`src/source/axi_params.svh`:
```
`ifndef AXI_PARAMS_SVH
`define AXI_PARAMS_SVH

// bus widths.
`define AXI_AW 32 // address bits.
`define AXI_DW 64 // data bits per beat.
`define AXI_SW 8  // one strobe per data byte.

// on-chip sram window, 64-bit words.
`define MEM_BASE  32'h8000_0000
`define MEM_WORDS 256

// a fetch line is two beats, 16 bytes.
`define FETCH_BEATS 2

`endif

```
`src/source/axi_pkg.sv`:
```
package axi_pkg;

   // read grant held by the arbiter.
   typedef enum logic [1:0] {
      ARB_IDLE = 2'd0, // no read in flight.
      ARB_IFU  = 2'd1, // fetch master owns AR and R.
      ARB_MEM  = 2'd2  // load/store master owns AR and R.
   } arb_state_e;

   typedef enum logic {
      LSU_LOAD  = 1'b0,
      LSU_STORE = 1'b1
   } lsu_op_e;

   // only the two responses the sram can give.
   typedef enum logic [1:0] {
      RESP_OKAY   = 2'd0,
      RESP_SLVERR = 2'd2
   } axi_resp_e;

   typedef enum logic [1:0] {
      BURST_INCR = 2'd1 // incrementing bursts only.
   } axi_burst_e;

endpackage

```
`src/source/ifetch_master.sv`:
```
`timescale 1ns/10ps
`include "axi_params.svh"

module ifetch_master (
   input  logic                            clk,
   input  logic                            rst,
   input  logic                            fetch_req,
   input  logic [`AXI_AW-1:0]              fetch_addr,
   output logic                            fetch_ack,
   output logic [`FETCH_BEATS*`AXI_DW-1:0] fetch_line,
   output logic                            fetch_err,
   output logic [`AXI_AW-1:0]              araddr,
   output logic [7:0]                      arlen,
   output logic [2:0]                      arsize,
   output axi_pkg::axi_burst_e             arburst,
   output logic                            arvalid,
   input  logic                            arready,
   input  logic [`AXI_DW-1:0]              rdata,
   input  axi_pkg::axi_resp_e              rresp,
   input  logic                            rlast,
   input  logic                            rvalid,
   output logic                            rready
);
   import axi_pkg::*;

   typedef enum logic [1:0] {F_IDLE, F_ADDR, F_DATA, F_DONE} fetch_state_e;

   fetch_state_e                    state;
   logic [$clog2(`FETCH_BEATS)-1:0] beat; // next line slot to fill.

   assign arlen     = 8'(`FETCH_BEATS - 1);
   assign arsize    = 3'd3; // 8 bytes per beat.
   assign arburst   = BURST_INCR;
   assign rready    = 1'b1; // line is buffered here.
   assign fetch_ack = (state == F_DONE);

   always_ff @(posedge clk) begin
      if (rst) begin
         state   <= F_IDLE;
         arvalid <= 1'b0;
      end else begin
         case (state)
            F_IDLE: begin
               if (fetch_req) begin
                  arvalid <= 1'b1;
                  state   <= F_ADDR;
               end
            end
            F_ADDR: begin
               if (arready) begin
                  arvalid <= 1'b0;
                  state   <= F_DATA;
               end
            end
            F_DATA:  if (rvalid && rlast) state <= F_DONE;
            F_DONE:  if (!fetch_req) state <= F_IDLE; // four-phase release.
            default: state <= F_IDLE;
         endcase
      end
   end

   // line assembly, low word first.
   always_ff @(posedge clk) begin
      if (state == F_IDLE && fetch_req) begin
         araddr    <= {fetch_addr[`AXI_AW-1:4], 4'h0}; // 16-byte aligned.
         beat      <= '0;
         fetch_err <= 1'b0;
      end else if (state == F_DATA && rvalid) begin
         fetch_line[beat*`AXI_DW +: `AXI_DW] <= rdata;
         beat <= beat + 1'b1;
         if (rresp == RESP_SLVERR) fetch_err <= 1'b1; // sticky over the burst.
      end
   end

endmodule

```
`config.mk`:
```
export PLATFORM = sky130hd
export DESIGN_NAME = ifetch_master
export DESIGN_NICKNAME = d
export VERILOG_FILES = /design/src/source/axi_pkg.sv /design/src/source/ifetch_master.sv
export VERILOG_INCLUDE_DIRS = /design/src /design/src/source
export SDC_FILE = /design/constraint.sdc
export NUM_CORES = 1
export LEC_CHECK = 0
export ABC_AREA = 1
export BUFFER_PORTS_ARGS = -buffer_cell sky130_fd_sc_hd__buf_2
export CAP_MARGIN = 30
export CORE_MARGIN = 5
export CORE_UTILIZATION = 51
export DETAILED_ROUTE_END_ITERATION = 12
export GPL_TIMING_DRIVEN = 0
export HOLD_SLACK_MARGIN = 0.12
export MAX_ROUTING_LAYER = met4
export PLACE_DENSITY = 0.85
export SLEW_MARGIN = 25
export SYNTH_ARGS = -nofsm -noshare
export SYNTH_HDL_FRONTEND = slang
export SYNTH_SLANG_ARGS = --single-unit
```
`constraint.sdc`:
```
create_clock -name clk -period 8.3 [get_ports clk]
set_clock_uncertainty 0.2 [all_clocks]
set_input_delay 0.415 -clock clk [delete_from_list [all_inputs] [get_ports clk]]
set_output_delay 0.415 -clock clk [all_outputs]
set_load 0.01 [all_outputs]
```
# Word-level counts from Yosys, hierarchy flattened
# Index checks and enable logic that the tools add are counted.
[word_totals] ff_bits=161 input_bits=104 wordCells=37
[op_classes] add_sub_neg=2 n_eq_ne=8 shifts=2 mux=9 n_bitwise=1 reduce_logical=9
[op_table] operator="128-bit bitwise mux" count=1
[op_table] operator="64-bit by 34-bit variable shift with 128-bit output (first input constant)" count=1
[op_table] operator="64-bit by 34-bit indexed part select with 128-bit output" count=1
[op_table] operator="7-bit negation with 34-bit output" count=1
[op_table] operator="2-bit 2-to-1 mux" count=4
[op_table] operator="2-bit inequality test (second input constant)" count=4
[op_table] operator="2-bit case mux with 4 select lines" count=1
[op_table] operator="2-bit == test (second input constant)" count=3
[op_table] operator="2-bit AND reduction" count=2
[op_table] operator="4-bit AND reduction" count=1
[op_table] operator="1-bit logical AND" count=3
[op_table] operator="3-bit AND reduction" count=1
[op_table] operator="2-bit by 1-bit == test with 1-bit output (second input constant)" count=1
[op_table] operator="2-bit logical NOT" count=1
[op_table] operator="1-bit 2-to-1 mux" count=2
[op_table] operator="1-bit case mux with 2 select lines" count=1
[op_table] operator="2-bit nonzero test" count=1
[op_table] operator="1-bit adder (second input constant)" count=1
[op_table] operator="1-bit NOT" count=1

# Depth between registers and ports, before layout
[depth] word_depth=4 depth_mapped=8 ltp_nobuf=8

# Worst setup path after synthesis
# No wires, ideal clock.
[synth_path] path_type="reg2reg" from="register state[0]" to="register fetch_line[0] (enable)" setup_ns=0.486 arrival_time_ns=3.552 t_required_ns=7.614 path_slack_ns=4.062 stages_incl_launch_ff=6 path_buffers=0 path_cell_list="dfxtp_1 -> inv_1 -> ha_1 -> nand2_1 -> nand3_1 -> nor2_1"
[synth_between] elab_chain_cells=4 word_cells_on_any_way=6
[synth_rtl] item="start, declared" line="ifetch_master.sv:28" text="fetch_state_e state;"
[synth_rtl] item="start signal, assigned" line="ifetch_master.sv:39" text="state <= F_IDLE;"
[synth_rtl] item="start signal, assigned" line="ifetch_master.sv:46" text="state <= F_ADDR;"
[synth_rtl] item="start signal, assigned" line="ifetch_master.sv:52" text="state <= F_DATA;"
[synth_rtl] item="2-bit logical NOT" line="ifetch_master.sv:64" text="if (state == F_IDLE && fetch_req) begin"
[synth_rtl] item="1-bit logical AND" line="ifetch_master.sv:64"
[synth_rtl] item="1-bit NOT (no source line)"
[synth_rtl] item="2-bit AND reduction (no source line) *"
[synth_rtl] item="end signal, assigned by index" line="ifetch_master.sv:69" text="fetch_line[beat*`AXI_DW +: `AXI_DW] <= rdata;"
[synth_rtl] item="end, declared" line="ifetch_master.sv:10" text="output logic [`FETCH_BEATS*`AXI_DW-1:0] fetch_line,"
# Every way passes the cells marked *; elsewhere a longest branch is shown, timed or not.
# A chain may end at the register's enable or synchronous reset.

# Worst setup path after layout
[layout_path] from="register state[1]" to="register fetch_line[7] (enable)"
# Same word-level chain as after synthesis.

==> metrics.txt <==
outcome=finished, final reports clean; Remaining DRCs=0; WL per Instance=about 18 um; HP Class=in2reg; fin crit period=~2200 ps; clock share of power=0.325; peak supply drop=0.1359 mV; placed insts=roughly 950; Num Clock Sinks=between 150 and 200; Starting Density=0.5155; #FFs+latches synth=around 160; Placer Congestion=0.7950; pwr dens=~240 mW/mm2; core area=roughly 0.013 mm2; sequential area share after synthesis=0.7415; R2R cell count=7; worst setup margin=6055 ps; transition time of the tightest slew-check pin=667.8 ps; Final Hold Violating Endpoints=0; nature of the critical path endpoint=flop; Synth area leader=edfxtp_1; post-route design area=around 0.0097 mm2; initial antenna violation count=0; Synthesis Warnings=0; crit-path max FO=22; Slew headroom=0.5543; nets=around 1.0k; Top FF cell, synth=edfxtp_1; Initial DRC Count=between 400 and 500; Final ANT Viol Nets=0; Max Cap Viol=0; RSZ-0062 raised after global routing=no; syn avg cell area=~13 um2; number of global-route vias before repair=between 5k and 6k; Hold Crit Start=fetch_req; Synth Area in XOR/XNOR=0; post-layout power=around 2.3 mW; Routed WL=just under 20000 um; Critical Path AT=2170 ps; H-tree levels=4; dpl ws=~6100 ps; chip width=122.5 um; DR pass1 iterations=5; RR Startpoint=state[1]$_SDFFE_PP0P_; fraction of synthesized area in multiplexers=0; synth cell count leaders=edfxtp_1 (156), inv_1 (126), nand2_1 (70); Setup CP Type=reg2reg; internal power=1.632 mW; CTS root buf=clkbuf_16; combinational share of power=0.219; critical path cell sequence=inv_1, ha_1, nand2_1, nand3_1, nor2_4, buf_12, buf_16; R2R Setup Slk=just over 6000 ps; synth top area cells=edfxtp_1 (73%), inv_1 (7.3%), nand2_1 (4.1%); nature of the critical path startpoint=flop; synth unique cells=19; post-synthesis compound-gate area fraction=0.002715; Synth-to-Final Area Change=50.73%; Peak Freq=roughly 0.45 GHz; largest net degree at the start of global routing=26; CP top delay family=simple AND/OR/NAND/NOR gates; share of post-route cells with drive strength above 1=0.4110; port bufs=258; non-filler cells, final=1080; Worst-path clk slew=roughly 60 ps; synthesized cell area=between 0.006 and 0.007 mm2; final-report max-slew violation count=0; FF-to-FF End=fetch_line[7]$_DFFE_PP_; Die ar.=about 0.015 mm2; IO Count=approximately 280; ys async rst share=0; Post-DP HPWL=11700 um; max incr delay on CP=between 400 and 500 ps; count leader, synth=edfxtp_1; buffers and inverters on the worst path=3; Cell Area, Placed=between 0.008 and 0.009 mm2; post-synthesis adder-cell area fraction=0.009696; switching power=0.6563 mW; Resized cells post-CTS=0; Clock Path Buffers=2; post-synth top area share=0.7260; Post-Synth Simple-Gate Area=0.1196; Worst Hold End=arvalid$_SDFFE_PP0P_; setup violators final=0; global-route wire length before repair=between 20000 and 30000 um; Final TNS setup=0 ps; gr usage total=0.2731; cts bufs inserted=17; Seq pwr share=0.456; worst skew pair latency=just over 400 ps; number of enable flip-flop cells after synthesis=about 160; Mapped Cells=between 400 and 500; FP Rows=41; main combinational cell family by area after synthesis=buffers and inverters; TritonCTS clock tree=done; P_leak=about 4.8 nW; data required time of the worst path=between 8000 and 9000 ps; Hold Crit Depth=6; total grt overflow=0; Vias=5032; critical path's slowest cell=dfxtp_1; vias per inst=~4.7; final period utilization=0.2705; Die Ht=~120 um; sw frac=0.2868
[layer usage]
layer	wire length, um	global-route usage	part of all wire	vias up
met4	508	0.1162	0.026	0
met1	6570	0.2870	0.34	2395
li1	-	-	-	2292
met2	10500	0.4868	0.54	312
met3	1799	0.06959	0.093	33
met5	0	-	0	-
[how the worst max path moves through the flow]
stage | startpoint | endpoint | slack [ps] | cells past startpoint
6_report | state[1]$_SDFFE_PP0P_ | fetch_line[7]$_DFFE_PP_ | 6050 | 7
5_1_grt | state[0]$_SDFFE_PP0P_ | fetch_line[19]$_DFFE_PP_ | 5980 | 7
4_1_cts | state[0]$_SDFFE_PP0P_ | fetch_line[19]$_DFFE_PP_ | 6080 | 7
3_5_place_dp | state[0]$_SDFFE_PP0P_ | fetch_line[19]$_DFFE_PP_ | 6100 | 7
3_3_place_gp | state[0]$_SDFFE_PP0P_ | fetch_line[1]$_DFFE_PP_ | 2490 | 5
2_1_floorplan | state[0]$_SDFFE_PP0P_ | fetch_line[0]$_DFFE_PP_ | 4060 | 5
[layout make-up]
| type | instances | area (um2) |
|---|---|---|
| Clock buffer | 17 | 425.4 |
| Multi-Input combinational cell | 182 | 934.6 |
| Inverter | 136 | 510.5 |
| Fill cell | 731 | 2791 |
| Clock inverter | 15 | 132.6 |
| Sequential cell | 161 | 4785 |
| Timing Repair Buffer | 361 | 2417 |
| Tap cell | 172 | 215.2 |
| Buffer | 33 | 297.8 |
| Antenna cell | 3 | 7.507 |
[state kept, by name, summed over array words and instances, names as in the netlist]
register    count
state           2
beat            1
araddr         28
fetch_err       1
arvalid         1
fetch_line    128
[stage by stage]
step | hold WS (ps) | utilization
floorplan | 288.7 | -
global placement | 235.9 | 0.6406
detailed placement | 241.6 | 0.6550
CTS | 189.4 | 0.7764
global route | 270.6 | 0.7764
finish | 225.9 | 0.7770
[repair_timing]
item / in CTS / in global routing
buffers inserted: 0 / 0
endpoints found under the hold margin: 137 / 0
hold buffers: 96 / 0
[power groups by stage]
stage                     Clock (mW)  Combinational [mW]  Sequential, mW
final                          0.744               0.501            1.04
after global routing           0.795               0.543            1.05
after CTS                      0.741               0.495            1.04
after detailed placement           0               0.453            1.05
after global placement             0               0.419            1.06
after floorplan                    0               0.217            1.10
[cell families (layout without fill, tap and decap cells)]
| family | after synthesis | after routing |
|---|---|---|
| simple gates | 156 | 156 |
| flops | 161 | 161 |
| compound gates | 3 | 3 |
| buf+inv | 169 | 562 |
| fa+ha+maj | 5 | 5 |
| other cells | 2 | 21 |
[worst register-to-register path: stages (launching register included)]
cell and delay (ps):
dfxtp_1 410, inv_1 110, ha_1 210, nand2_1 150, nand3_1 220, nor2_4 250
buf_12 220, buf_16 180
[cells in the final DEF (no fill, tap or decap)]
cell / n
a21oi_1: 1
buf_12: 4
buf_16: 4
buf_2: 263
buf_4: 18
buf_6: 6
buf_8: 3
bufinv_16: 1
clkbuf_16: 17
clkinv_1: 1
clkinv_2: 3
clkinv_4: 2
clkinvlp_4: 3
conb_1: 18
dfxtp_1: 5
diode_2: 3
dlygate4sd3_1: 96
edfxtp_1: 156
ha_1: 5
inv_1: 126
inv_2: 10
inv_6: 5
nand2_1: 70
nand2_2: 10
nand3_1: 3
nor2_1: 50
nor2_4: 23
o21ai_0: 1
o31ai_1: 1
No activity file was read; power rests on OpenSTA's default activity.
