===== config.mk =====
export PLATFORM = sky130hd
export DESIGN_NAME = lsu_master
export DESIGN_NICKNAME = d
export VERILOG_FILES = /design/src/source/axi_pkg.sv /design/src/source/lsu_master.sv
export VERILOG_INCLUDE_DIRS = /design/src /design/src/source
export SDC_FILE = /design/constraint.sdc
export NUM_CORES = 1
export LEC_CHECK = 0
export ABC_CLOCK_PERIOD_IN_PS = 10620
export BUFFER_PORTS_ARGS = -buffer_cell sky130_fd_sc_hd__clkbuf_2
export CORE_AREA = 3 3 160 162
export DETAILED_ROUTE_END_ITERATION = 8
export DIE_AREA = 0 0 163 165
export PLACE_DENSITY = 0.56
export SLEW_MARGIN = 25
export SYNTH_ARGS = -nofsm -noshare
export SYNTH_HDL_FRONTEND = slang
export SYNTH_SLANG_ARGS = --single-unit

===== constraint.sdc =====
create_clock -name clk -period 10.62 [get_ports clk]
set_clock_uncertainty 0.15 [all_clocks]
set_input_delay 0 -clock clk [delete_from_list [all_inputs] [get_ports clk]]
set_output_delay 0 -clock clk [all_outputs]
set_load 0.02 [all_outputs]

===== src/source/axi_params.svh =====
`ifndef AXI_PARAMS_SVH
`define AXI_PARAMS_SVH

// bus widths.
`define AXI_AW 32 // address bits.
`define AXI_DW 64 // data bits per beat.
`define AXI_SW 8  // one strobe per data byte.

// on-chip sram window, 64-bit words.
`define MEM_BASE  32'h8000_0000
`define MEM_WORDS 256

// a fetch line is two beats, 16 bytes.
`define FETCH_BEATS 2

`endif


===== src/source/axi_pkg.sv =====
package axi_pkg;

   // read grant held by the arbiter.
   typedef enum logic [1:0] {
      ARB_IDLE = 2'd0, // no read in flight.
      ARB_IFU  = 2'd1, // fetch master owns AR and R.
      ARB_MEM  = 2'd2  // load/store master owns AR and R.
   } arb_state_e;

   typedef enum logic {
      LSU_LOAD  = 1'b0,
      LSU_STORE = 1'b1
   } lsu_op_e;

   // only the two responses the sram can give.
   typedef enum logic [1:0] {
      RESP_OKAY   = 2'd0,
      RESP_SLVERR = 2'd2
   } axi_resp_e;

   typedef enum logic [1:0] {
      BURST_INCR = 2'd1 // incrementing bursts only.
   } axi_burst_e;

endpackage


===== src/source/lsu_master.sv =====
`timescale 1ns/10ps
`include "axi_params.svh"

module lsu_master (
   input  logic                clk,
   input  logic                rst,
   input  logic                lsu_req,
   input  axi_pkg::lsu_op_e    lsu_op,
   input  logic [`AXI_AW-1:0]  lsu_addr,
   input  logic [`AXI_DW-1:0]  lsu_wdata,
   input  logic [`AXI_SW-1:0]  lsu_wstrb,
   output logic                lsu_ack,
   output logic [`AXI_DW-1:0]  lsu_rdata,
   output logic                lsu_err,
   output logic [`AXI_AW-1:0]  araddr,
   output logic [7:0]          arlen,
   output logic [2:0]          arsize,
   output axi_pkg::axi_burst_e arburst,
   output logic                arvalid,
   input  logic                arready,
   input  logic [`AXI_DW-1:0]  rdata,
   input  axi_pkg::axi_resp_e  rresp,
   input  logic                rlast,
   input  logic                rvalid,
   output logic                rready,
   output logic [`AXI_AW-1:0]  awaddr,
   output logic [7:0]          awlen,
   output logic [2:0]          awsize,
   output axi_pkg::axi_burst_e awburst,
   output logic                awvalid,
   input  logic                awready,
   output logic [`AXI_DW-1:0]  wdata,
   output logic [`AXI_SW-1:0]  wstrb,
   output logic                wlast,
   output logic                wvalid,
   input  logic                wready,
   input  axi_pkg::axi_resp_e  bresp,
   input  logic                bvalid,
   output logic                bready
);
   import axi_pkg::*;

   typedef enum logic [2:0] {L_IDLE, L_RADDR, L_RDATA, L_WRITE, L_DONE} lsu_state_e;

   lsu_state_e         state;
   logic [`AXI_AW-1:0] addr_q; // shared by ar and aw.

   // single-beat, 8-byte transfers.
   assign araddr  = addr_q;
   assign arlen   = 8'd0;
   assign arsize  = 3'd3;
   assign arburst = BURST_INCR;
   assign awaddr  = addr_q;
   assign awlen   = 8'd0;
   assign awsize  = 3'd3;
   assign awburst = BURST_INCR;
   assign wlast   = 1'b1;
   assign rready  = 1'b1;
   assign bready  = 1'b1;
   assign lsu_ack = (state == L_DONE);

   always_ff @(posedge clk) begin
      if (rst) begin
         state   <= L_IDLE;
         arvalid <= 1'b0;
         awvalid <= 1'b0;
         wvalid  <= 1'b0;
      end else begin
         case (state)
            L_IDLE: begin
               if (lsu_req && lsu_op == LSU_STORE) begin
                  awvalid <= 1'b1; // aw and w go out together.
                  wvalid  <= 1'b1;
                  state   <= L_WRITE;
               end else if (lsu_req) begin
                  arvalid <= 1'b1;
                  state   <= L_RADDR;
               end
            end
            L_RADDR: begin
               if (arready) begin
                  arvalid <= 1'b0;
                  state   <= L_RDATA;
               end
            end
            L_RDATA: if (rvalid && rlast) state <= L_DONE;
            L_WRITE: begin
               if (awready) awvalid <= 1'b0; // each channel drops on its own handshake.
               if (wready) wvalid <= 1'b0;
               if (bvalid) state <= L_DONE;
            end
            L_DONE:  if (!lsu_req) state <= L_IDLE;
            default: state <= L_IDLE;
         endcase
      end
   end

   // request payload and held result.
   always_ff @(posedge clk) begin
      if (state == L_IDLE && lsu_req) begin
         addr_q  <= lsu_addr;
         wdata   <= lsu_wdata;
         wstrb   <= lsu_wstrb;
         lsu_err <= 1'b0;
      end else if (state == L_RDATA && rvalid) begin
         lsu_rdata <= rdata;
         lsu_err   <= (rresp == RESP_SLVERR);
      end else if (state == L_WRITE && bvalid) begin
         lsu_err <= (bresp == RESP_SLVERR);
      end
   end

endmodule


# Yosys cells after proc, flatten, opt, wreduce, memory -nomap -nowiden
# Cells that the tools add are included.
# Widths: inputs -> output; s select.
[classes]
n_eq_ne = 16
muxes = 18
n_bitwise = 1
reduce_logical = 14
[ops]
columns = ["operator", "count"]
rows = [
  ["$mux 3", 6],
  ["$ne 2x2->1 const B", 9],
  ["$pmux 3 s5", 1],
  ["$mux 1", 8],
  ["$eq 3x2->1 const B", 2],
  ["$pmux 1 s2", 3],
  ["$reduce_and 3->1", 2],
  ["$reduce_bool 2->1", 3],
  ["$logic_and 1x1->1", 5],
  ["$reduce_and 5->1", 1],
  ["$eq 2x2->1 const B", 2],
  ["$reduce_and 4->1", 1],
  ["$eq 3x1->1 const B", 1],
  ["$eq 3x3->1 const B", 1],
  ["$logic_not 3->1", 1],
  ["$ne 3x3->1 const B", 1],
  ["$reduce_and 2->1", 1],
  ["$not 1->1", 1],
]
[word_totals]
elab_cells = 58
output_inout_bits = 234
input_bits = 182
ff_bits = 175

# Logic depth before layout (Yosys ltp)
[depth]
ltp_word = 4
ltp_mapped = 4

# Least setup slack after synthesis
# OpenSTA, ideal clock, no wires.
[synth_path]
path_kind = "register to register"
startpoint = "reg state[1]"
endpoint = "reg awvalid"
arrival_ns = 4.386
required_time_ns = 10.374
slack_ns = 5.988
stages_incl_launch_ff = 5
path_buffers = 1
cell_sequence = "dfxtp_1 buf_6 nor4b_4 a21oi_1 a311oi_1"
[synth_via]
elab_chain_len = 3
word_cells_on_any_way = 7
cone_classes = "3 x eq/ne; 1 x mux; 3 x reduce/logical"
[synth_rtl]
columns = ["item", "line_no", "text"]
rows = [
  ["start, declared", "lsu_master.sv:45", "lsu_state_e state;"],
  ["start signal, assigned", "lsu_master.sv:64", "state <= L_IDLE;"],
  ["start signal, assigned", "lsu_master.sv:74", "state <= L_WRITE;"],
  ["start signal, assigned", "lsu_master.sv:77", "state <= L_RADDR;"],
  ["$eq 3x2->1 or $logic_not 3->1 (tied branches)", "lsu_master.sv:69", "case (state)"],
  ["$ne 2x2->1 (no source line) or $reduce_bool 2->1 (tied branches)", "--", ""],
  ["$reduce_and 3->1 (no source line)", "--", ""],
  ["end signal, assigned", "lsu_master.sv:66", "awvalid <= 1'b0;"],
  ["end signal, assigned", "lsu_master.sv:72", "awvalid <= 1'b1;"],
  ["end signal, assigned", "lsu_master.sv:88", "if (awready) awvalid <= 1'b0;"],
  ["end, declared", "lsu_master.sv:30", "output logic awvalid,"],
]
# Several ways; a longest one is shown, not always the timed one.
# A chain may end at the register's enable or synchronous reset.

# Final worst setup path
[layout_path]
startpoint = "reg state[0]"
endpoint = "reg arvalid"
[layout_via]
elab_chain_len = 3
word_cells_on_any_way = 8
cone_classes = "4 x eq/ne; 1 x mux; 3 x reduce/logical"
[layout_rtl]
columns = ["item", "line_no", "text"]
rows = [
  ["$eq 3x1->1 or $logic_not 3->1 (tied branches)", "lsu_master.sv:69", ""],
  ["$ne 2x2->1 (no source line) or $reduce_bool 2->1 (tied branches)", "--", ""],
  ["$reduce_and 4->1 (no source line)", "--", ""],
  ["end signal, assigned", "lsu_master.sv:65", "arvalid <= 1'b0;"],
  ["end signal, assigned", "lsu_master.sv:76", "arvalid <= 1'b1;"],
  ["end signal, assigned", "lsu_master.sv:82", "arvalid <= 1'b0;"],
  ["end, declared", "lsu_master.sv:19", "output logic arvalid,"],
]
# Several ways; a longest one is shown, not always the timed one.

==> metrics.csv <==
stage,metric,value,unit
placed_design,gp_congestion,0.754,
worst_hold_path,min_path_type,in2reg,
power_and_ir_drop,total_power,1.73,mW
cells_and_area,final_nets,1015,
power_and_ir_drop,power.leakage,4.51,nW
synthesis,postSynth.asyncResetShare,0,%
routing,first_iter_violations,194,
worst_setup_path,worstPathArrival,3690,ps
run_status,status,"complete, no violations",
cts,cts_tree,built,
routing,first_pass_iters,4,
power_and_ir_drop,peakVddDrop,0.0940,mV
sta,slew_headroom,43.2,%
grt,grt_antenna_before_repair,0,
placed_design,numPortBuffers,386,
floorplanning,die_w,163,um
synthesis,yosys_register_bits,175,
routing,routed_via_density,3.82,
synthesis,netlist_instances,275,
synthesis,yosysSeqAreaShare,87.6,%
synthesis,synth_ff_type,edfxtp_1,
synthesis,syn_avg_cell_area,21.5,um2
floorplanning,start_util,24.4,%
worst_setup_path,critical_path.max_fanout,53,
synthesis,yosysMostFrequentCell,edfxtp_1,
cts,cts-htree-levels,4,
routing,drc_errors,0,
worst_setup_path,r2r-end,arvalid,
floorplanning,core-area,24200,um2
job,drv_cap,0,
cts,cts-root-buf,clkbuf_16,
cells_and_area,final_layout_size_suffix_gt1_share,50.2,%
sta,period_needed,3470,ps
grt,grt_pass1_wl,27800,um
cts,clock_sinks,175,
worst_setup_path,critPathKind,reg2reg,
grt,grt_pass1_vias,4711,
placed_design,dp_hpwl,13800,um
worst_setup_path,r2r_setup_slack,7150,ps
sta,fmax,288,MHz
synthesis,yosys_warnings,0,
sta,setup_viol,0,
floorplanning,num_rows,57,
synthesis,synth_edf_count,168,
cells_and_area,syn_to_final_growth,75.0,%
worst_setup_path,worstSetupEndpoint,arvalid,
grt,gr-total-overflow,0,
worst_setup_path,cp-startpoint,state[0],
synthesis,yosysUniqueCellTypes,26,
sta,worstMarginPinSlew,852,ps
grt,grt_max_degree,65,
worst_setup_path,crit_path_end_kind,flip-flop,
synthesis,synth_top_area_share,85.2,%
routing,ant_nets,0,
floorplanning,die_h,165,um
sta,drv_slew,0,
routing,wl,19700,um
grt,grtUsageTotal,14.0,%
worst_setup_path,worstSetupStartpointType,flip-flop,
floorplanning,dieArea,26900,um2
cts,cts_buffers,17,
routing,wl_per_cell,16.9,um
floorplanning,boundaryPins,416,
routing,vias,4470,
sta,finalCritPeriodShare,32.7,%
sta,fin_setup_tns,0,ps
power_and_ir_drop,p_per_area,167,nW/um2
cts,post_cts_buffers,0,
synthesis,synth_top_area_cell,edfxtp_1,
synthesis,synth_commonest_cells,"168 x edfxtp_1, 61 x buf_4, 7 x dfxtp_1",
sta,hold_viol_final,0,
cts,clk_path_buf_depth,2,
sta,rsz0062_at_grt,no,
cells_and_area,diodes,0,
cts,clk_pin_slew_worst_paths,90,ps
worst_setup_path,worstReg2RegStart,state[0],
synthesis,ys_top_cells_by_area,"edfxtp_1 85%, buf_4 7.7%, dfxtp_1 2.4%",
synthesis,netlist_area,5920,um2
worst_setup_path,required,10830,ps
worst_setup_path,worst_r2r_path_depth,6,
cts,clkLatencyLatePin,420,ps
[per-layer routing]
layer	global-route usage (%)	up-vias	wire [um]	part of all wire [%]
li1	-	2071	-	-
met1	15.2	2095	7180	36
met2	24.8	280	10200	52
met3	4.99	24	1850	9.4
met4	5.88	0	525	2.7
met5	0	-	0	0
[cell usage in the layout, fill, tap and decap left out, types with 3 or more instances in the layout]
| cell type | netlist | layout |
|---|---|---|
| conb_1 | 2 | 29 |
| inv_6 | 0 | 3 |
| a21oi_1 | 6 | 6 |
| clkbuf_16 | 0 | 17 |
| a211oi_1 | 3 | 3 |
| buf_4 | 61 | 3 |
| dfxtp_1 | 7 | 7 |
| clkinv_4 | 0 | 3 |
| edfxtp_1 | 168 | 168 |
| dlygate4sd3_1 | 0 | 186 |
| inv_8 | 0 | 3 |
| clkbuf_2 | 0 | 386 |
| clkinv_8 | 0 | 5 |
[per-stage QoR]
stage	utilization [%]	worst slack [ps]	hold slack, ps	std cells	area, um2
floorplan	-	5990	-80.9	302	6020
global placement	32.6	7730	26.7	952	7910
detailed placement	32.6	7640	28.6	952	7910
CTS	42.7	7120	100	1169	10400
global route	42.7	6840	116	1169	10400
finish	42.7	7150	126	1169	10400
[final cells by class]
cell class              count  area, um2
fillers                  2222      13900
flip-flops and latches    175       5180
repair buffers            575       3820
clock buffers              17        425
well taps                 324        405
multi-input cells          61        350
clock inverters            14        168
inverters                   3       11.3
[logic make-up (layout without fill, tap and decap cells)]
logic type      after synthesis  in the layout  synth area share (%)
mux                           1              1                 0.169
compound gates               15             15                  1.65
other cells                   2             29                 0.127
simple gates                 16             16                  2.26
buf+inv                      66            609                  8.20
flops                       175            175                  87.6
[where the power goes]
group	internal [mW]	switching [mW]	leakage, nW
combinational	0.110	0.159	2.59
sequential	0.818	0.0208	1.63
clock	0.317	0.305	0.288
total	1.25	0.485	4.51
[registers in the layout, summed over array words and instances (netlist names)]
name       cells
wstrb          8
araddr        32
arvalid        1
awvalid        1
wdata         64
lsu_err        1
lsu_rdata     64
wvalid         1
state          3
[repair_timing]
item | 4_1_cts | 5_1_grt
hold buffers | 186 | 0
hold endpoints to repair | 179 | 0
resized for setup | 0 | 0
[worst max-delay path, cell delays in order (launching register included)]
cell and delay (ps):
dfxtp_1 460, nor4b_4 480, buf_4 620, buf_4 670, a21oi_1 150, a211oi_1 230
dlygate4sd3_1 580
[worst min path at each step]
| stage | start | end | cells after the start |
|---|---|---|---|
| after CTS | rdata[18] | lsu_rdata[18] | 2 |
| after global placement | rdata[15] | lsu_rdata[15] | 1 |
| after global routing | rdata[46] | lsu_rdata[46] | 2 |
| after floorplan | rst | state[1] | 1 |
| final | rdata[46] | lsu_rdata[46] | 2 |
| after detailed placement | rdata[10] | lsu_rdata[10] | 1 |
(Power assumes the default switching activity.)
