$ cat src/source/axi_params.svh
`ifndef AXI_PARAMS_SVH
`define AXI_PARAMS_SVH

// bus widths.
`define AXI_AW 32 // address bits.
`define AXI_DW 64 // data bits per beat.
`define AXI_SW 8  // one strobe per data byte.

// on-chip sram window, 64-bit words.
`define MEM_BASE  32'h8000_0000
`define MEM_WORDS 256

// a fetch line is two beats, 16 bytes.
`define FETCH_BEATS 2

`endif

$ cat src/source/axi_pkg.sv
package axi_pkg;

   // read grant held by the arbiter.
   typedef enum logic [1:0] {
      ARB_IDLE = 2'd0, // no read in flight.
      ARB_IFU  = 2'd1, // fetch master owns AR and R.
      ARB_MEM  = 2'd2  // load/store master owns AR and R.
   } arb_state_e;

   typedef enum logic {
      LSU_LOAD  = 1'b0,
      LSU_STORE = 1'b1
   } lsu_op_e;

   // only the two responses the sram can give.
   typedef enum logic [1:0] {
      RESP_OKAY   = 2'd0,
      RESP_SLVERR = 2'd2
   } axi_resp_e;

   typedef enum logic [1:0] {
      BURST_INCR = 2'd1 // incrementing bursts only.
   } axi_burst_e;

endpackage

$ cat src/source/axi_arbiter.sv
`timescale 1ns/10ps
`include "axi_params.svh"

module axi_arbiter (
   input  logic                clk,
   input  logic                rst,
   // fetch master read channels.
   input  logic [`AXI_AW-1:0]  araddr_ifu,
   input  logic [7:0]          arlen_ifu,
   input  logic [2:0]          arsize_ifu,
   input  axi_pkg::axi_burst_e arburst_ifu,
   input  logic                arvalid_ifu,
   output logic                arready_ifu,
   output logic [`AXI_DW-1:0]  rdata_ifu,
   output axi_pkg::axi_resp_e  rresp_ifu,
   output logic                rlast_ifu,
   output logic                rvalid_ifu,
   input  logic                rready_ifu,
   // load/store master read channels.
   input  logic [`AXI_AW-1:0]  araddr_mem,
   input  logic [7:0]          arlen_mem,
   input  logic [2:0]          arsize_mem,
   input  axi_pkg::axi_burst_e arburst_mem,
   input  logic                arvalid_mem,
   output logic                arready_mem,
   output logic [`AXI_DW-1:0]  rdata_mem,
   output axi_pkg::axi_resp_e  rresp_mem,
   output logic                rlast_mem,
   output logic                rvalid_mem,
   input  logic                rready_mem,
   // load/store master write channels.
   input  logic [`AXI_AW-1:0]  awaddr_mem,
   input  logic [7:0]          awlen_mem,
   input  logic [2:0]          awsize_mem,
   input  axi_pkg::axi_burst_e awburst_mem,
   input  logic                awvalid_mem,
   output logic                awready_mem,
   input  logic [`AXI_DW-1:0]  wdata_mem,
   input  logic [`AXI_SW-1:0]  wstrb_mem,
   input  logic                wlast_mem,
   input  logic                wvalid_mem,
   output logic                wready_mem,
   output axi_pkg::axi_resp_e  bresp_mem,
   output logic                bvalid_mem,
   input  logic                bready_mem,
   // slave side toward the sram.
   output logic [`AXI_AW-1:0]  araddr,
   output logic [7:0]          arlen,
   output logic [2:0]          arsize,
   output axi_pkg::axi_burst_e arburst,
   output logic                arvalid,
   input  logic                arready,
   input  logic [`AXI_DW-1:0]  rdata,
   input  axi_pkg::axi_resp_e  rresp,
   input  logic                rlast,
   input  logic                rvalid,
   output logic                rready,
   output logic [`AXI_AW-1:0]  awaddr,
   output logic [7:0]          awlen,
   output logic [2:0]          awsize,
   output axi_pkg::axi_burst_e awburst,
   output logic                awvalid,
   input  logic                awready,
   output logic [`AXI_DW-1:0]  wdata,
   output logic [`AXI_SW-1:0]  wstrb,
   output logic                wlast,
   output logic                wvalid,
   input  logic                wready,
   input  axi_pkg::axi_resp_e  bresp,
   input  logic                bvalid,
   output logic                bready
);
   import axi_pkg::*;

   arb_state_e state;
   logic       ifu_sel; // fetch master granted.
   logic       mem_sel; // load/store master granted.

   assign ifu_sel = (state == ARB_IFU);
   assign mem_sel = (state == ARB_MEM);

   // grant is taken in idle and held until the rlast beat is accepted.
   always_ff @(posedge clk) begin
      if (rst) begin
         state <= ARB_IDLE;
      end else begin
         case (state)
            ARB_IDLE: begin
               if (arvalid_ifu) begin
                  state <= ARB_IFU; // fetch wins a tie.
               end else if (arvalid_mem) begin
                  state <= ARB_MEM;
               end
            end
            ARB_IFU, ARB_MEM: begin
               if (rvalid && rready && rlast) state <= ARB_IDLE;
            end
            default: state <= ARB_IDLE;
         endcase
      end
   end

   // ar payload only matters while arvalid is forwarded.
   assign araddr  = mem_sel ? araddr_mem  : araddr_ifu;
   assign arlen   = mem_sel ? arlen_mem   : arlen_ifu;
   assign arsize  = mem_sel ? arsize_mem  : arsize_ifu;
   assign arburst = mem_sel ? arburst_mem : arburst_ifu;
   assign arvalid = (ifu_sel & arvalid_ifu) | (mem_sel & arvalid_mem); // never in idle.
   assign rready  = (ifu_sel & rready_ifu) | (mem_sel & rready_mem);

   // responses reach the winner only.
   assign arready_ifu = ifu_sel & arready;
   assign rdata_ifu   = ifu_sel ? rdata : '0;
   assign rresp_ifu   = ifu_sel ? rresp : RESP_OKAY;
   assign rlast_ifu   = ifu_sel & rlast;
   assign rvalid_ifu  = ifu_sel & rvalid;
   assign arready_mem = mem_sel & arready;
   assign rdata_mem   = mem_sel ? rdata : '0;
   assign rresp_mem   = mem_sel ? rresp : RESP_OKAY;
   assign rlast_mem   = mem_sel & rlast;
   assign rvalid_mem  = mem_sel & rvalid;

   // only the load/store master writes.
   assign awaddr      = awaddr_mem;
   assign awlen       = awlen_mem;
   assign awsize      = awsize_mem;
   assign awburst     = awburst_mem;
   assign awvalid     = awvalid_mem;
   assign awready_mem = awready;
   assign wdata       = wdata_mem;
   assign wstrb       = wstrb_mem;
   assign wlast       = wlast_mem;
   assign wvalid      = wvalid_mem;
   assign wready_mem  = wready;
   assign bresp_mem   = bresp;
   assign bvalid_mem  = bvalid;
   assign bready      = bready_mem;

endmodule

$ cat config.mk
export PLATFORM = sky130hd
export DESIGN_NAME = axi_arbiter
export DESIGN_NICKNAME = d
export VERILOG_FILES = /design/src/source/axi_pkg.sv /design/src/source/axi_arbiter.sv
export VERILOG_INCLUDE_DIRS = /design/src /design/src/source
export SDC_FILE = /design/constraint.sdc
export NUM_CORES = 1
export LEC_CHECK = 0
export BUFFER_PORTS_ARGS = -buffer_cell sky130_fd_sc_hd__buf_4
export CORE_AREA = 4 4 232 234
export CTS_CLUSTER_DIAMETER = 150
export DETAILED_ROUTE_END_ITERATION = 6
export DIE_AREA = 0 0 236 238
export PLACE_DENSITY_LB_ADDON = 0.1
export SYNTH_ARGS = -nofsm -noshare
export SYNTH_HDL_FRONTEND = slang
export SYNTH_SLANG_ARGS = --single-unit
$ cat constraint.sdc
create_clock -name clk -period 2.9 [get_ports clk]
set_input_delay 0 -clock clk [delete_from_list [all_inputs] [get_ports clk]]
set_output_delay 0 -clock clk [all_outputs]
set_load 0.005 [all_outputs]
; After elaboration in Yosys (flattened, before gate mapping)
; Index checks and enable logic that the tools add are counted.
[word_totals]
register_bits = 2
input_bits = 291
output_inout_bits = 311
wordCells = 34
[op_classes]
eq_ne = 4
mux = 12
bitwise_logic = 12
reduce_logical = 5
[op_table]
columns = operator, n
row1 = $mux W64, 2
row2 = $mux W32, 1
row3 = $mux W2, 6
row4 = $and A1 B1 Y1, 10
row5 = $mux W8, 1
row6 = $pmux W2 S2, 1
row7 = $mux W3, 1
row8 = $ne A3 B3 Y1 const B, 1
row9 = $eq A2 B1 Y1 const B, 1
row10 = $eq A2 B2 Y1 const B, 1
row11 = $logic_and A1 B1 Y1, 2
row12 = $logic_not A2 Y1, 1
row13 = $ne A2 B2 Y1 const B, 1
row14 = $or A1 B1 Y1, 2
row15 = $reduce_and A2 Y1, 1
row16 = $reduce_or A2 Y1, 1

; Depth between registers and ports, before layout
; Gate-level depths: netlist of run 1.
[logic_depth]
ltp_word = 7
mapped_depth = 6
depth_no_buf = 5

; Least setup slack after synthesis of run 1
; OpenSTA, ideal clock, no wires.
[synth_path]
kind = flip-flop to flip-flop
from = register state[0]
to = register state[1]
setup_ns = 0.116
arrival_ns = 1.377
required_ns = 2.784
setup_slack_ns = 1.407
path_stages_with_launch = 7
n_path_buf = 1
period_less_slack_ns = 1.493
path_cell_list = dfxtp_1 > inv_1 > ha_1 > buf_6 > a22o_4 > o221a_1 > o211a_1
[synth_via]
elab_chain_len = 7
elab_cells_between_ends = 13
classes_between = eq/ne: 4 / mux: 1 / bitwise: 3 / reduce/logical: 5
[synth_lines]
columns = element, line
row1 = from (decl), axi_arbiter.sv:75  ; arb_state_e state;
row2 = from (signal assigned), axi_arbiter.sv:85  ; state <= ARB_IDLE;
row3 = from (signal assigned), axi_arbiter.sv:90  ; state <= ARB_IFU;
row4 = from (signal assigned), axi_arbiter.sv:92  ; state <= ARB_MEM;
row5 = $eq A2 B1 Y1 or $eq A2 B2 Y1 (tied branches), "axi_arbiter.sv:79, axi_arbiter.sv:80"
row6 = $and A1 B1 Y1, axi_arbiter.sv:109  ; assign rready = (ifu_sel & rready_ifu) | (mem_sel & rready_mem);
row7 = $or A1 B1 Y1 (*), axi_arbiter.sv:109
row8 = net rready, axi_arbiter.sv:57  ; output logic rready,
row9 = $logic_and A1 B1 Y1 (*) (2 in series), axi_arbiter.sv:96  ; if (rvalid && rready && rlast) state <= ARB_IDLE;
row10 = $ne A2 B2 Y1 (no source line) (*), --
row11 = $reduce_and A2 Y1 (no source line) (*), --
; The timed path passes the listed nets; every way through them passes the cells marked *.
; A chain may end at the register's enable or synchronous reset.

; Worst setup path in the final report of run 1
[layout_path]
from = register state[1]
to = output port rdata_ifu[27]
[layout_via]
elab_chain_len = 2
[layout_lines]
columns = element, line
row1 = $eq A2 B1 Y1, axi_arbiter.sv:79  ; assign ifu_sel = (state == ARB_IFU);
row2 = $mux W64, axi_arbiter.sv:113  ; assign rdata_ifu = ifu_sel ? rdata : '0;
row3 = to (decl), axi_arbiter.sv:14  ; output logic [`AXI_DW-1:0] rdata_ifu,
; No other way between the ends.

==> results of run 1 <==
-- Yosys cell counts --
library cell	number	share of area [%]
a21bo_2	1	0.39
a21oi_1	1	0.19
a22o_1	1	0.34
a22o_4	1	0.67
a31oi_1	1	0.24
and2_1	138	33
buf_2	5	0.96
buf_4	126	36
buf_6	1	0.43
clkbuf_1	14	2.0
dfxtp_1	2	1.5
ha_1	3	1.4
inv_1	3	0.43
mux2_2	45	19
nand2b_1	1	0.24
nand3b_1	1	0.29
nand4_1	1	0.24
o211a_1	1	0.39
o221a_1	1	0.43
o32ai_2	1	0.63
-- worst max path at each step --
stage / start / to / slack [ps] / cells past startpoint
after global routing: state[1] / rdata_ifu[27] / 880 / 5
after CTS: state[1] / rdata_ifu[27] / 930 / 5
after global placement: state[1] / state[1] / 1120 / 5
after detailed placement: state[1] / state[1] / 1060 / 5
after floorplan: state[0] / state[1] / 1410 / 6
final: state[1] / rdata_ifu[27] / 1090 / 5
-- layer usage --
metal	vias to the layer above	global-route usage [%]	wire length (um)
li1	1380	-	-
met1	1299	4.17	4580
met2	343	10.2	8440
met3	44	3.10	2620
met4	0	1.76	572
met5	-	0	0
-- cell families (layout without fill, tap and decap cells) --
logic type | Yosys count | count (layout) | share of synthesized area, %
flip-flops | 2 | 2 | 1.54
multiplexers | 45 | 45 | 19.5
buffers and inverters | 149 | 358 | 40.3
adder cells (fa/ha/maj) | 3 | 3 | 1.44
AND/OR/NAND/NOR | 141 | 141 | 34.0
AO/OA/AOI/OAI | 8 | 8 | 3.27
-- layout make-up --
type / count / area [um^2]
Multi-Input combinational cell: 197 / 1530
Sequential cell: 2 / 40.0
Clock buffer: 3 / 75.1
Fill cell: 6126 / 46800
Timing Repair Buffer: 352 / 2680
Tap cell: 688 / 861
Inverter: 3 / 11.3
-- power by group --
| group | leakage [nW] | switching, W | total (W) | internal (W) |
|---|---|---|---|---|
| registers | 0.0165 | 0.00000803 | 0.0000441 | 0.0000361 |
| logic | 2.42 | 0.000674 | 0.00164 | 0.000965 |
| clock network | 0.0370 | 0.0000302 | 0.000205 | 0.000175 |
| total | 2.47 | 0.000712 | 0.00189 | 0.00118 |
-- per-stage QoR --
step                      std cells  hold WS [ps]
after floorplan                 348          80.8
after CTS                      1245        0.0346
after detailed placement       1242        0.0346
after global routing           1245       0.00795
after global placement         1242        0.0346
final                          1245       0.00181
==> impl_metrics.json, run 1 <==
{
  "crit_type": "reg -> out",
  "critPathArrivalTime_ps": 1810,
  "cpPeakStageDelay_ps": 510,
  "synth.avg_cell_area_um2": 7.47,
  "largest_register": "state",
  "synth-seq-cells": 2,
  "finalNetCount": 853,
  "fp.dieH_um": 238,
  "critPathTopFamily": "adder cells",
  "gp_congestion": 0.676,
  "maxSlewViolCount": 0,
  "status": "finished, final reports clean",
  "syn_to_final_growth_pct": 99.9,
  "row_count": 84,
  "synth_nets": 642,
  "track_usage_pct": 5.18,
  "fin_skew_ps": 1.33,
  "final_area_um2": 5190,
  "drc": 0,
  "cts_tree": "built",
  "hold_viol": 0,
  "cp.required_ps": 2900,
  "power_density_nw_per_um2": 364,
  "power_w": 0.00189,
  "cts.sinks": 2,
  "via_per_inst": 2.46,
  "ff2ff_path_depth": 5,
  "final_cell_mix": "buf_4 (349), and2_1 (138), mux2_2 (45)",
  "cts_max_level": 1,
  "yosysSeqAreaShare_pct": 1.54,
  "fin_util_pct": 9.99,
  "start_util_pct": 5.00,
  "clk_pin_slew_worst_paths_ps": 30,
  "end_kind": "primary output",
  "post-cts-setup-buffers": 0,
  "place_ws_ps": 1060,
  "rsz0062_at_grt": "false",
  "detail_route.first_pass.iterations": 4,
  "yosysUniqueCellTypes": 20,
  "setup-violations-final": 0,
  "grt_overflow": 0,
  "path_max_fanout": 54,
  "place_area_um2": 5120,
  "grt_pass1_wl_mm": 22.3,
  "hold_end": "wdata[26]",
  "dpl.hpwl_mm": 14.0,
  "fin_crit_ps": 1810,
  "worst_pin_slew_ps": 510,
  "worstReg2RegEnd": "state[1]",
  "cp-start-kind": "register",
  "ant_nets": 0,
  "die_area_um2": 56200,
  "min_from": "wdata_mem[26]",
  "ys_warn_count": 0,
  "timing.final.crit_share_pct": 62.3,
  "root_buffer": "clkbuf_16",
  "vias": 3066,
  "postCtsResizedCells": 0,
  "layout-drive-gt1-share_pct": 72.7,
  "holdBufCountCts": 0,
  "wirelength_mm": 16.2,
  "antenna_cells": 0,
  "clk_latency_ps": 220,
  "fmaxAchievable_ghz": 0.553,
  "postSynthCellCount": 348,
  "netlist_area_um2": 2600,
  "fin_ws_ps": 1090,
  "crit_buf_inv": 3,
  "path_cells": "inv_1 > ha_2 > buf_12 > and2_1 > buf_4",
  "antenna_found_initial": 0,
  "worstHoldPathType": "in -> out",
  "tns_ps": 0,
  "wl_per_cell_um": 13.0,
  "port_buffers": 349,
  "cts_made_buffers": 3,
  "leakagePower_nw": 2.47,
  "ios": 602,
  "r2r_start": "state[1]",
  "die_w_um": 236,
  "grt_max_degree": 63,
  "largestRegisters": "state (2)",
  "cp_slowest_cell": "ha_2",
  "cap_viol_max_count": 0,
  "final_common_cell": "buf_4",
  "relSlewSlack_pct": 66.0,
  "cts_max_path_buffers": 2,
  "grt_pass1_vias": 3374,
  "vdd_drop_max_mv": 0.131,
  "rrSetupSlack_ps": 1130,
  "drt_iter0_drc": 19,
  "core_um2": 52000,
  "whs_path_depth": 0,
  "largest_reg_flops": 2
}
Power figures use the tool's default switching activity.
==> run 2: changes to the inputs <==
==> constraint.sdc (replaced) <==
create_clock -name clk -period 1.6 [get_ports clk]
set_input_delay 0 -clock clk [delete_from_list [all_inputs] [get_ports clk]]
set_output_delay 0 -clock clk [all_outputs]
set_load 0.005 [all_outputs]
==> impl_metrics.json, run 2 (synthesis gave the netlist of run 1 again) <==
{
  "cts_max_level": 1,
  "fin_util_pct": 10.6,
  "fmaxAchievable_ghz": 0.633,
  "drc": 0,
  "ios": 602,
  "vias": 3182,
  "worstHoldPathType": "in -> out",
  "root_buffer": "clkbuf_16",
  "min_from": "wdata_mem[26]",
  "ant_nets": 0,
  "port_buffers": 349,
  "syn_to_final_growth_pct": 113,
  "core_um2": 52000,
  "fin_skew_ps": 3.66,
  "cts_tree": "built",
  "power_density_nw_per_um2": 724,
  "end_kind": "register",
  "hold_viol": 0,
  "holdBufCountCts": 0,
  "setup-violations-final": 0,
  "hold_end": "wdata[26]",
  "clk_pin_slew_worst_paths_ps": 30,
  "track_usage_pct": 5.83,
  "path_max_fanout": 5,
  "wl_per_cell_um": 14.3,
  "cp-startpoint": "state[0]",
  "maxSlewViolCount": 0,
  "final_cell_mix": "buf_4 (355), and2_1 (135), mux2_2 (44), buf_6 (6), clkbuf_16 (5)",
  "antenna_found_initial": 2,
  "r2r_start": "state[0]",
  "rsz0062_at_grt": "true",
  "largest_reg_flops": 2,
  "ff2ff_path_depth": 7,
  "row_count": 84,
  "largestRegisters": "state (2)",
  "finalNetCount": 873,
  "worst_pin_slew_ps": 257,
  "grt_max_degree": 54,
  "cap_viol_max_count": 0,
  "status": "finished, final reports clean",
  "cts_made_buffers": 3,
  "die_w_um": 236,
  "grt_pass1_wl_mm": 24.4,
  "dp.cells": 1247,
  "fin_ws_ps": 19.8,
  "largest_register": "state",
  "clk_latency_ps": 220,
  "gp_congestion": 0.743,
  "vdd_drop_max_mv": 0.270,
  "layout-drive-gt1-share_pct": 74.9,
  "cp.required_ps": 1710,
  "final_cells": 1266,
  "dpl.hpwl_mm": 14.8,
  "rrSetupSlack_ps": 20,
  "place_ws_ps": 56.5,
  "via_per_inst": 2.51,
  "wirelength_mm": 18.2,
  "critPathArrivalTime_ps": 1690,
  "die_area_um2": 56200,
  "cp-start-kind": "register",
  "grt_pass1_vias": 3648,
  "worstReg2RegEnd": "state[1]",
  "final_common_cell": "buf_4",
  "drt_iter0_drc": 24,
  "start_util_pct": 5.00,
  "fp.dieH_um": 238,
  "relSlewSlack_pct": 82.8,
  "timing.final.crit_share_pct": 98.8,
  "fin_crit_ps": 1580,
  "whs_path_depth": 0,
  "detail_route.first_pass.iterations": 4,
  "grt_overflow": 0,
  "cts_max_path_buffers": 2,
  "leakagePower_nw": 2.63,
  "crit_type": "reg -> reg",
  "cts.sinks": 2
}
## run 2: cell count changes in the layout (fill, tap and decap cells not counted), moves of 2 or more
| cell | previous run | this run |
|---|---|---|
| buf_6 | 0 | 6 |
| clkbuf_16 | 3 | 5 |
| dfxtp_1 | 2 | 0 |
| and2_1 | 138 | 135 |
| buf_16 | 0 | 3 |
| and2_4 | 0 | 3 |
| dfxtp_2 | 0 | 2 |
| buf_8 | 0 | 2 |
| buf_4 | 349 | 355 |
## run 2: metal layers
layer	track usage [%]	routed length (um)
met1	4.74	5120
met2	11.5	9650
met3	3.32	2710
met4	2.10	670
met5	0	8
## run 2: worst max-delay path: stages, from the launching register on
cell and delay [ps]:
dfxtp_2 320, inv_2 50, ha_4 180, buf_6 120, buf_6 100, a22o_4 210, o221a_1 270, o211a_1 210
## run 2: worst max-delay path by stage
stage | endpoint | slack [ps] | depth (start not counted)
finish | state[1] | 20 | 7
global placement | state[1] | 40 | 5
floorplan | state[1] | 110 | 6
detailed placement | state[1] | 60 | 5
CTS | araddr[7] | -10 | 7
global route | arlen[7] | -50 | 6
## run 2: power by group
group	leakage (nW)	internal (W)	switching, W
clock network	0.0370	0.000318	0.0000605
logic	2.58	0.00213	0.00141
registers	0.0172	0.0000686	0.0000140
## run 2: final cells by class
cell class | count | area, um^2
sequential | 2 | 42.5
fill | 6122 | 46500
timing repair buffer | 372 | 2990
multi-input combinational | 197 | 1550
tap | 688 | 861
inverter | 3 | 11.3
clock buffer | 3 | 75.1
antenna | 1 | 2.50
## run 2: metrics by stage
| step | hold WS (ps) | total power (W) | instance area (um^2) | setup TNS, ps |
|---|---|---|---|---|
| after global routing | 0.00795 | 0.00437 | 5530 | -951 |
| after global placement | 0.0346 | 0.00333 | 5160 | 0 |
| after detailed placement | 0.0346 | 0.00325 | 5160 | 0 |
| after CTS | 0.0346 | 0.00412 | 5490 | -43.1 |
| final | 0.00181 | 0.00400 | 5530 | 0 |
| after floorplan | 80.8 | 0.00153 | 2600 | 0 |
## run 2: what timing repair did
action	CTS	global route
gates cloned	4	2
resized for setup	11	12
setup endpoints to repair	75	88
buffers inserted	11	1
pin swaps	4	2
